`src/csr_pkg.sv`:
```
`default_nettype none

package csr_pkg;

  // ====================================================================
  // widths
  // ====================================================================

  typedef logic [31:0] xlen_t;      // csr data and pc values.
  typedef logic [11:0] csr_addr_t;  // csr address field.
  typedef logic [31:0] cause_t;     // mcause value, bit 31 flags an interrupt.
  typedef logic [63:0] count_t;     // cycle counter and compare width.

  // ====================================================================
  // csr addresses
  // ====================================================================

  localparam csr_addr_t CSR_MSTATUS   = 12'h300;
  localparam csr_addr_t CSR_MIE       = 12'h304;
  localparam csr_addr_t CSR_MTVEC     = 12'h305;
  localparam csr_addr_t CSR_MEPC      = 12'h341;
  localparam csr_addr_t CSR_MCAUSE    = 12'h342;
  localparam csr_addr_t CSR_MIP       = 12'h344;
  localparam csr_addr_t CSR_MTIMECMP  = 12'h7C0;  // custom, low half.
  localparam csr_addr_t CSR_MTIMECMPH = 12'h7C1;  // custom, high half.
  localparam csr_addr_t CSR_CYCLE     = 12'hC00;
  localparam csr_addr_t CSR_CYCLEH    = 12'hC80;

  // mstatus bits.
  localparam int BIT_MIE  = 3;
  localparam int BIT_MPIE = 7;

  // mie and mip bits.
  localparam int BIT_MSI = 3;
  localparam int BIT_MTI = 7;
  localparam int BIT_MEI = 11;

  localparam int CAUSE_INT_BIT = 31;

  // ====================================================================
  // cause codes
  // ====================================================================

  localparam cause_t CAUSE_M_SOFT_INT  = 32'h8000_0003;
  localparam cause_t CAUSE_M_TIMER_INT = 32'h8000_0007;
  localparam cause_t CAUSE_M_EXT_INT   = 32'h8000_000B;

  localparam cause_t CAUSE_ILLEGAL_INSTR = 32'd2;
  localparam cause_t CAUSE_BREAKPOINT    = 32'd3;
  localparam cause_t CAUSE_LOAD_ACCESS   = 32'd5;
  localparam cause_t CAUSE_ECALL_M       = 32'd11;

  // ====================================================================
  // shared bundles
  // ====================================================================

  // trap sources, all levels.
  typedef struct packed {
    logic illegal_instr;
    logic env_call;
    logic load_access;
    logic break_point;
    logic soft_int;
    logic ext_int;
  } trap_req_t;

  // winning trap for this cycle.
  typedef struct packed {
    logic   take;
    cause_t cause;
  } trap_grant_t;

  // csr write forwarded to a block outside the csr file.
  typedef struct packed {
    logic      en;
    csr_addr_t addr;
    xlen_t     data;
  } csr_wr_t;

endpackage

`default_nettype wire

```
`src/csr_file.sv`:
```
`timescale 1ns/1ps
`default_nettype none

module csr_file
  import csr_pkg::*;
(
  input  logic        clock,
  input  logic        reset,

  input  logic        csr_instr,
  input  csr_addr_t   csr_addr,
  input  xlen_t       csr_src,
  input  logic        mret_instr,
  input  xlen_t       pc,

  input  trap_grant_t grant,
  input  logic        timer_int,
  input  count_t      cycle_count,
  input  logic        soft_int,
  input  logic        ext_int,

  output xlen_t       csr_rdata,
  output logic        trap_taken,
  output xlen_t       mtvec,
  output xlen_t       mepc,
  output xlen_t       mie_bits,
  output logic        global_ie,
  output csr_wr_t     tmr_wr
);

  typedef enum logic [3:0] {
    SEL_MSTATUS,
    SEL_MIE,
    SEL_MTVEC,
    SEL_MEPC,
    SEL_MCAUSE,
    SEL_MIP,
    SEL_CYCLE,
    SEL_CYCLEH,
    SEL_TIMECMP,
    SEL_TIMECMPH,
    SEL_NONE
  } csr_sel_e;

  csr_sel_e csr_sel;
  xlen_t    mstatus;
  xlen_t    mie;
  cause_t   mcause;
  xlen_t    mip;
  xlen_t    rd_value;
  logic     csr_access;

  // ====================================================================
  // address decode and read mux
  // ====================================================================

  always_comb begin
    case (csr_addr)
      CSR_MSTATUS:   csr_sel = SEL_MSTATUS;
      CSR_MIE:       csr_sel = SEL_MIE;
      CSR_MTVEC:     csr_sel = SEL_MTVEC;
      CSR_MEPC:      csr_sel = SEL_MEPC;
      CSR_MCAUSE:    csr_sel = SEL_MCAUSE;
      CSR_MIP:       csr_sel = SEL_MIP;
      CSR_CYCLE:     csr_sel = SEL_CYCLE;
      CSR_CYCLEH:    csr_sel = SEL_CYCLEH;
      CSR_MTIMECMP:  csr_sel = SEL_TIMECMP;
      CSR_MTIMECMPH: csr_sel = SEL_TIMECMPH;
      default:       csr_sel = SEL_NONE;
    endcase
  end

  // mip mirrors the live interrupt lines.
  always_comb begin
    mip          = '0;
    mip[BIT_MSI] = soft_int;
    mip[BIT_MTI] = timer_int;
    mip[BIT_MEI] = ext_int;
  end

  // compare halves live in the timer and read back as zero.
  always_comb begin
    case (csr_sel)
      SEL_MSTATUS: rd_value = mstatus;
      SEL_MIE:     rd_value = mie;
      SEL_MTVEC:   rd_value = mtvec;
      SEL_MEPC:    rd_value = mepc;
      SEL_MCAUSE:  rd_value = mcause;
      SEL_MIP:     rd_value = mip;
      SEL_CYCLE:   rd_value = cycle_count[31:0];
      SEL_CYCLEH:  rd_value = cycle_count[63:32];
      default:     rd_value = '0;
    endcase
  end

  // ====================================================================
  // timer write path
  // ====================================================================

  assign csr_access = csr_instr & ~grant.take;  // trap drops the access.

  always_comb begin
    tmr_wr.en   = csr_access & ((csr_sel == SEL_TIMECMP) | (csr_sel == SEL_TIMECMPH));
    tmr_wr.addr = csr_addr;
    tmr_wr.data = csr_src;
  end

  // ====================================================================
  // state update
  // ====================================================================

  always_ff @(posedge clock or posedge reset) begin
    if (reset) begin
      mstatus    <= '0;
      mie        <= '0;
      mtvec      <= '0;
      mepc       <= '0;
      mcause     <= '0;
      csr_rdata  <= '0;
      trap_taken <= 1'b0;
    end else begin
      trap_taken <= grant.take;
      if (grant.take) begin
        mepc              <= pc;
        mcause            <= grant.cause;
        mstatus[BIT_MPIE] <= mstatus[BIT_MIE];
        mstatus[BIT_MIE]  <= 1'b0;
      end else if (csr_instr) begin
        csr_rdata <= rd_value;  // old value out, source in.
        case (csr_sel)
          SEL_MSTATUS: mstatus <= csr_src;
          SEL_MIE:     mie     <= csr_src;
          SEL_MTVEC:   mtvec   <= csr_src;
          SEL_MEPC:    mepc    <= csr_src;
          SEL_MCAUSE:  mcause  <= csr_src;
          default: ;  // mip, cycle and unknown are read-only.
        endcase
      end else if (mret_instr) begin
        mstatus[BIT_MIE]  <= mstatus[BIT_MPIE];
        mstatus[BIT_MPIE] <= 1'b1;
      end
    end
  end

  assign mie_bits  = mie;
  assign global_ie = mstatus[BIT_MIE];

  // after a trap MIE is clear, so only an exception may trap again next cycle.
  property p_no_back_to_back_int;
    @(posedge clock) disable iff (reset)
      (trap_taken && !mstatus[BIT_MIE] && !(grant.take && !grant.cause[CAUSE_INT_BIT]))
        |=> !trap_taken;
  endproperty

  a_no_back_to_back_int: assert property (p_no_back_to_back_int)
    else $error("csr_file: interrupt taken with MIE clear, mcause %h", mcause);

endmodule

`default_nettype wire

```
`src/csr_trap_unit.sv`:
```
`timescale 1ns/1ps
`default_nettype none

module csr_trap_unit
  import csr_pkg::*;
(
  input  logic      clock,
  input  logic      reset,

  input  logic      csr_instr,
  input  csr_addr_t csr_addr,
  input  xlen_t     csr_src,
  input  logic      mret_instr,
  input  trap_req_t trap_req,
  input  xlen_t     pc,

  output xlen_t     csr_rdata,
  output logic      trap_taken,
  output xlen_t     mtvec,
  output xlen_t     mepc
);

  count_t      cycle_count;
  logic        timer_int;
  csr_wr_t     tmr_wr;
  xlen_t       mie_bits;
  logic        global_ie;
  trap_grant_t grant;

  machine_timer machine_timer_i (
    .clock       (clock),
    .reset       (reset),
    .tmr_wr      (tmr_wr),
    .cycle_count (cycle_count),
    .timer_int   (timer_int)
  );

  trap_arbiter trap_arbiter_i (
    .trap_req  (trap_req),
    .timer_int (timer_int),
    .mie_bits  (mie_bits),
    .global_ie (global_ie),
    .grant     (grant)
  );

  csr_file csr_file_i (
    .clock       (clock),
    .reset       (reset),
    .csr_instr   (csr_instr),
    .csr_addr    (csr_addr),
    .csr_src     (csr_src),
    .mret_instr  (mret_instr),
    .pc          (pc),
    .grant       (grant),
    .timer_int   (timer_int),
    .cycle_count (cycle_count),
    .soft_int    (trap_req.soft_int),
    .ext_int     (trap_req.ext_int),
    .csr_rdata   (csr_rdata),
    .trap_taken  (trap_taken),
    .mtvec       (mtvec),
    .mepc        (mepc),
    .mie_bits    (mie_bits),
    .global_ie   (global_ie),
    .tmr_wr      (tmr_wr)
  );

endmodule

`default_nettype wire

```
`src/machine_timer.sv`:
```
`timescale 1ns/1ps
`default_nettype none

module machine_timer
  import csr_pkg::*;
(
  input  logic    clock,
  input  logic    reset,

  input  csr_wr_t tmr_wr,

  output count_t  cycle_count,
  output logic    timer_int
);

  count_t compare;

  // ====================================================================
  // free-running counter
  // ====================================================================

  always_ff @(posedge clock or posedge reset) begin
    if (reset) begin
      cycle_count <= '0;
    end else begin
      cycle_count <= cycle_count + count_t'(1);
    end
  end

  // ====================================================================
  // compare register
  // ====================================================================

  // all ones keeps the timer quiet until software arms it.
  always_ff @(posedge clock or posedge reset) begin
    if (reset) begin
      compare <= '1;
    end else if (tmr_wr.en) begin
      case (tmr_wr.addr)
        CSR_MTIMECMP:  compare[31:0]  <= tmr_wr.data;  // low half.
        CSR_MTIMECMPH: compare[63:32] <= tmr_wr.data;  // high half.
        default: ;
      endcase
    end
  end

  assign timer_int = (cycle_count >= compare);  // level, held until compare moves.

  // the counter must advance on every clock out of reset.
  property p_count_advances;
    @(posedge clock) disable iff (reset)
      !$past(reset) |-> cycle_count != $past(cycle_count);
  endproperty

  a_count_advances: assert property (p_count_advances)
    else $error("machine_timer: cycle_count stalled at %h", cycle_count);

endmodule

`default_nettype wire

```
`src/trap_arbiter.sv`:
```
`timescale 1ns/1ps
`default_nettype none

module trap_arbiter
  import csr_pkg::*;
(
  input  trap_req_t   trap_req,
  input  logic        timer_int,
  input  xlen_t       mie_bits,
  input  logic        global_ie,

  output trap_grant_t grant
);

  logic ext_ok;
  logic soft_ok;
  logic timer_ok;
  logic any_int;
  logic any_exc;

  // ====================================================================
  // qualify the sources
  // ====================================================================

  // interrupts need the global enable and their own mie bit.
  always_comb begin
    ext_ok   = global_ie & mie_bits[BIT_MEI] & trap_req.ext_int;
    soft_ok  = global_ie & mie_bits[BIT_MSI] & trap_req.soft_int;
    timer_ok = global_ie & mie_bits[BIT_MTI] & timer_int;
    any_int  = ext_ok | soft_ok | timer_ok;
  end

  // exceptions are synchronous to the instruction and never masked.
  always_comb begin
    any_exc = trap_req.break_point
            | trap_req.load_access
            | trap_req.illegal_instr
            | trap_req.env_call;
  end

  // ====================================================================
  // fixed priority
  // ====================================================================

  always_comb begin
    grant.take  = any_int | any_exc;
    grant.cause = '0;

    if (ext_ok) begin
      grant.cause = CAUSE_M_EXT_INT;
    end else if (soft_ok) begin
      grant.cause = CAUSE_M_SOFT_INT;
    end else if (timer_ok) begin
      grant.cause = CAUSE_M_TIMER_INT;
    end else if (trap_req.break_point) begin
      grant.cause = CAUSE_BREAKPOINT;
    end else if (trap_req.load_access) begin
      grant.cause = CAUSE_LOAD_ACCESS;
    end else if (trap_req.illegal_instr) begin
      grant.cause = CAUSE_ILLEGAL_INSTR;
    end else if (trap_req.env_call) begin
      grant.cause = CAUSE_ECALL_M;
    end
  end

  // an exception must always produce a take with an exception cause,
  // unless an enabled interrupt outranks it.
  always_comb begin
    if (any_exc) begin
      a_exc_taken: assert (grant.take && (any_int || !grant.cause[CAUSE_INT_BIT]))
        else $error("trap_arbiter: exception pending but no exception grant");
    end
  end

endmodule

`default_nettype wire

```
`config.mk`:
```
export PLATFORM = sky130hd
export DESIGN_NAME = csr_trap_unit
export DESIGN_NICKNAME = d
export VERILOG_FILES = /design/src/csr_pkg.sv /design/src/csr_file.sv /design/src/csr_trap_unit.sv /design/src/machine_timer.sv /design/src/trap_arbiter.sv
export SDC_FILE = /design/constraint.sdc
export NUM_CORES = 1
export LEC_CHECK = 0
export BUFFER_PORTS_ARGS = -buffer_cell sky130_fd_sc_hd__buf_2
export CAP_MARGIN = 20
export CORE_MARGIN = 4
export CORE_UTILIZATION = 40
export DETAILED_ROUTE_END_ITERATION = 6
export GPL_TIMING_DRIVEN = 1
export SKIP_CTS_REPAIR_TIMING = 1
export SYNTH_ARGS = -nofsm -noshare
export SYNTH_HDL_FRONTEND = slang
export SYNTH_HIERARCHICAL = 1
export SYNTH_SLANG_ARGS = --single-unit
```
`constraint.sdc`:
```
create_clock -name clock -period 7.1 [get_ports clock]
set_input_delay 0.355 -clock clock [delete_from_list [all_inputs] [get_ports clock]]
set_output_delay 0.355 -clock clock [all_outputs]
set_load 0.01 [all_outputs]
```
==> run summary <==
DRT Pass-1 Iters: 5
Synth area leaders: dfrtp_1 37%, dfstp_2 9.7%, mux2_2 6.3%
Final hold slack: -0.0168 ns
Final nets: 1880
Multiplexer area fraction after synthesis: 14.4%
Post-synthesis compound-gate area fraction: 11.1%
Critical path class: reg2reg
Fin. Hold Viols: 3
TritonCTS clock tree: yes
Core region area: 42300 um^2
Post-placement cell area: 18400 um^2
CP Max Fanout: 36
CP endpoint kind: flop
TNS Setup: 0 ns
Slack of the worst reg-to-reg path: 1.99 ns
Most common cell in the netlist: dfrtp_1
Post-synth top flop: dfrtp_1
Tmin final: 5.11 ns
First-pass GRT wire length: 78.5 mm
Leak: 9.83 nW
Layout cell share with drive strength beyond 1: 28.8%
FP Rows: 75
Worst vdd ir: 0.000158 V
Worst-path clk slew: 0.06 ns
Share of the synthesized area in the top cell type: 37.2%
Clk_skew: 0.0161 ns
Sequential area share after synthesis: 46.9%
Synthesized area per cell: 10.7 um^2
Post-DP HPWL: 35.3 mm
RD Place Congestion: 0.859
M1 GR Usage: 29.8%
Clk_lat worst skew: 0.53 ns
Vias in the first global route: 13100
Final number of setup-violating endpoints: 0
WL/cell: 21.6 um
CP Launch Type: flop
Non-Filler Instances: 2330
R2R cell count: 19
Most used routing layer: met2
Yosys reg bits: 321
Fin. max-slew vios: 0
I/O Pins: 183
Post-route design area: 19600 um^2
Final WL: 50.2 mm
Vias per cell: 5.46
EDFF count, synth: 0
Power, Total: 3.95 mW
DRC violations left: 0
Met2 Usage GRT: 34.0%
# diodes: 0
Via count: 12700
Die height: 216 um
Initial Utilization: 40.9%
Syn. warnings: 6
Area leader, netlist: dfrtp_1
Synth Area in Adders: 4.70%
Initial antenna violation count: 2
Combinational family with the most area after synthesis: multiplexers
Place WS: 2.07 ns
Die width: 216 um
Cts bufs inserted: 35
Max clock buf depth: 3
Synthesized area: 17300 um^2
Area delta synth->final: 13.4%
PnR worst setup slack: 1.99 ns
Failing checks: negative hold slack
Syn Inst Count: 1612
H-tree Lvls: 2
GRT overflow: 0
RSZ-0062 raised after global routing: no
F_max: 0.196 GHz
GRT met3 Usage: 4.33%
Xor/xnor share of the synthesized area: 3.14%
Pwr dens: 202 nW/um^2
Placed cells: 2268
Post-synth top cells: 257 x dfrtp_1, 229 x nand2_1, 132 x o21ai_0
FF-to-FF End: machine_timer_i/compare[25]
Largest net degree at the start of global routing: 127
Final cycle utilization of the critical path: 72.0%
Asr flop ratio synth: 100%
Hold Path Class: in2async
Root buffer cell: clkbuf_16
Status: finished with violations
Max-Cap Viols: 0
Area share of and/or/nand/nor cells after synthesis: 12.8%
Remaining antenna violation count: 0
CP required: 7.54 ns
# port buffers: 182
DRT iter0 DRCs: 929
Worst Path Arrival: 5.55 ns
RR Startpoint: machine_timer_i/compare[14]
Die area: 46600 um^2
Clock sink count: 321
Final Util: 46.3%
GRT Util Overall: 21.3%
Synth cell types: 73
Measured slew at the worst slew-check pin: 0.994 ns
Max-slew headroom: 33.7%
[critical path, cell delays in order, from the launching register on]
cell and delay (ns):
dfstp_2 0.52, inv_1 0.04, ha_1 0.30, a21oi_1 0.16, nand2_1 0.07, a221o_1 0.35, o31a_1 0.32, o41ai_1 0.37
nand2_1 0.18, a22o_1 0.27, a21oi_2 0.22, nand3b_1 0.12, buf_4 0.27, nor2b_1 0.21, and2_1 0.15, nand4_1 0.17
nor3_4 0.73, buf_4 0.38, nand2_1 0.09, o21ai_0 0.08
[worst max path at each step]
| stage | startpoint | end | slack [ns] | cells past startpoint |
|---|---|---|---|---|
| 6_report | machine_timer_i/compare[14] | machine_timer_i/compare[25] | 1.99 | 19 |
| 5_1_grt | machine_timer_i/compare[14] | machine_timer_i/compare[17] | 1.49 | 19 |
| 4_1_cts | machine_timer_i/compare[5] | machine_timer_i/compare[24] | 2.01 | 19 |
| 3_5_place_dp | machine_timer_i/compare[14] | machine_timer_i/compare[17] | 2.07 | 19 |
| 3_3_place_gp | machine_timer_i/compare[41] | machine_timer_i/compare[17] | 2.15 | 19 |
| 2_1_floorplan | reset | csr_file_i/csr_rdata[0] | 1.49 | 1 |
[area by class of cell]
cell class              count  area (um^2)
flip-flops and latches    321         8110
clock buffers              48         1020
inverters                  80          310
multi-input cells        1084         8140
fillers                  3996        22700
well taps                 577          722
repair buffers            207         1130
clock inverters            13          168
[where the power goes]
group / switching, mW / internal [mW]
sequential: 0.0184 / 1.86
clock: 0.738 / 1.15
combinational: 0.134 / 0.0605
[sequential cells by signal (all words and copies together), names as in the netlist]
| register | flops |
|---|---|
| machine_timer_i/cycle_count | 64 |
| csr_file_i/mepc | 32 |
| csr_file_i/trap_taken | 1 |
| csr_file_i/mie_bits | 32 |
| csr_file_i/mcause | 32 |
| csr_file_i/csr_rdata | 32 |
| machine_timer_i/compare | 64 |
| csr_file_i/mtvec | 32 |
| csr_file_i/mstatus | 32 |
[cell families after synthesis]
kind of cell | after synthesis
compound gates | 295
other cells | 1
flops | 321
simple gates | 413
mux | 222
xor+xnor | 62
buf+inv | 233
fa+ha+maj | 65
[layer usage]
layer	up-vias	routed length (um)
met5	-	25
met4	4	1250
met3	81	3340
met2	374	23200
met1	6392	22400
li1	5872	-
[cells in the final DEF (no fill, tap or decap), types with 13 or more instances in the layout]
cell type  Yosys  final
a21o_1        13     13
a21oi_1       25     25
a221oi_1      31     31
a22oi_1       32     32
buf_2         12    182
buf_4         71     23
clkbuf_16      0     37
conb_1         1     27
dfrtp_1      257    257
dfstp_2       64     64
ha_1          65     65
inv_1         79     77
mux2_2        97     97
mux2_4        30     30
mux2i_1       94     94
nand2_1      229    228
nand3_1       23     23
nand4_1       28     28
nor2_1        29     29
o21ai_0      132    132
o2bb2ai_1     32     32
xnor2_1       33     33
xor2_1        29     29
Note: power is estimated with default switching activity, not from simulation.
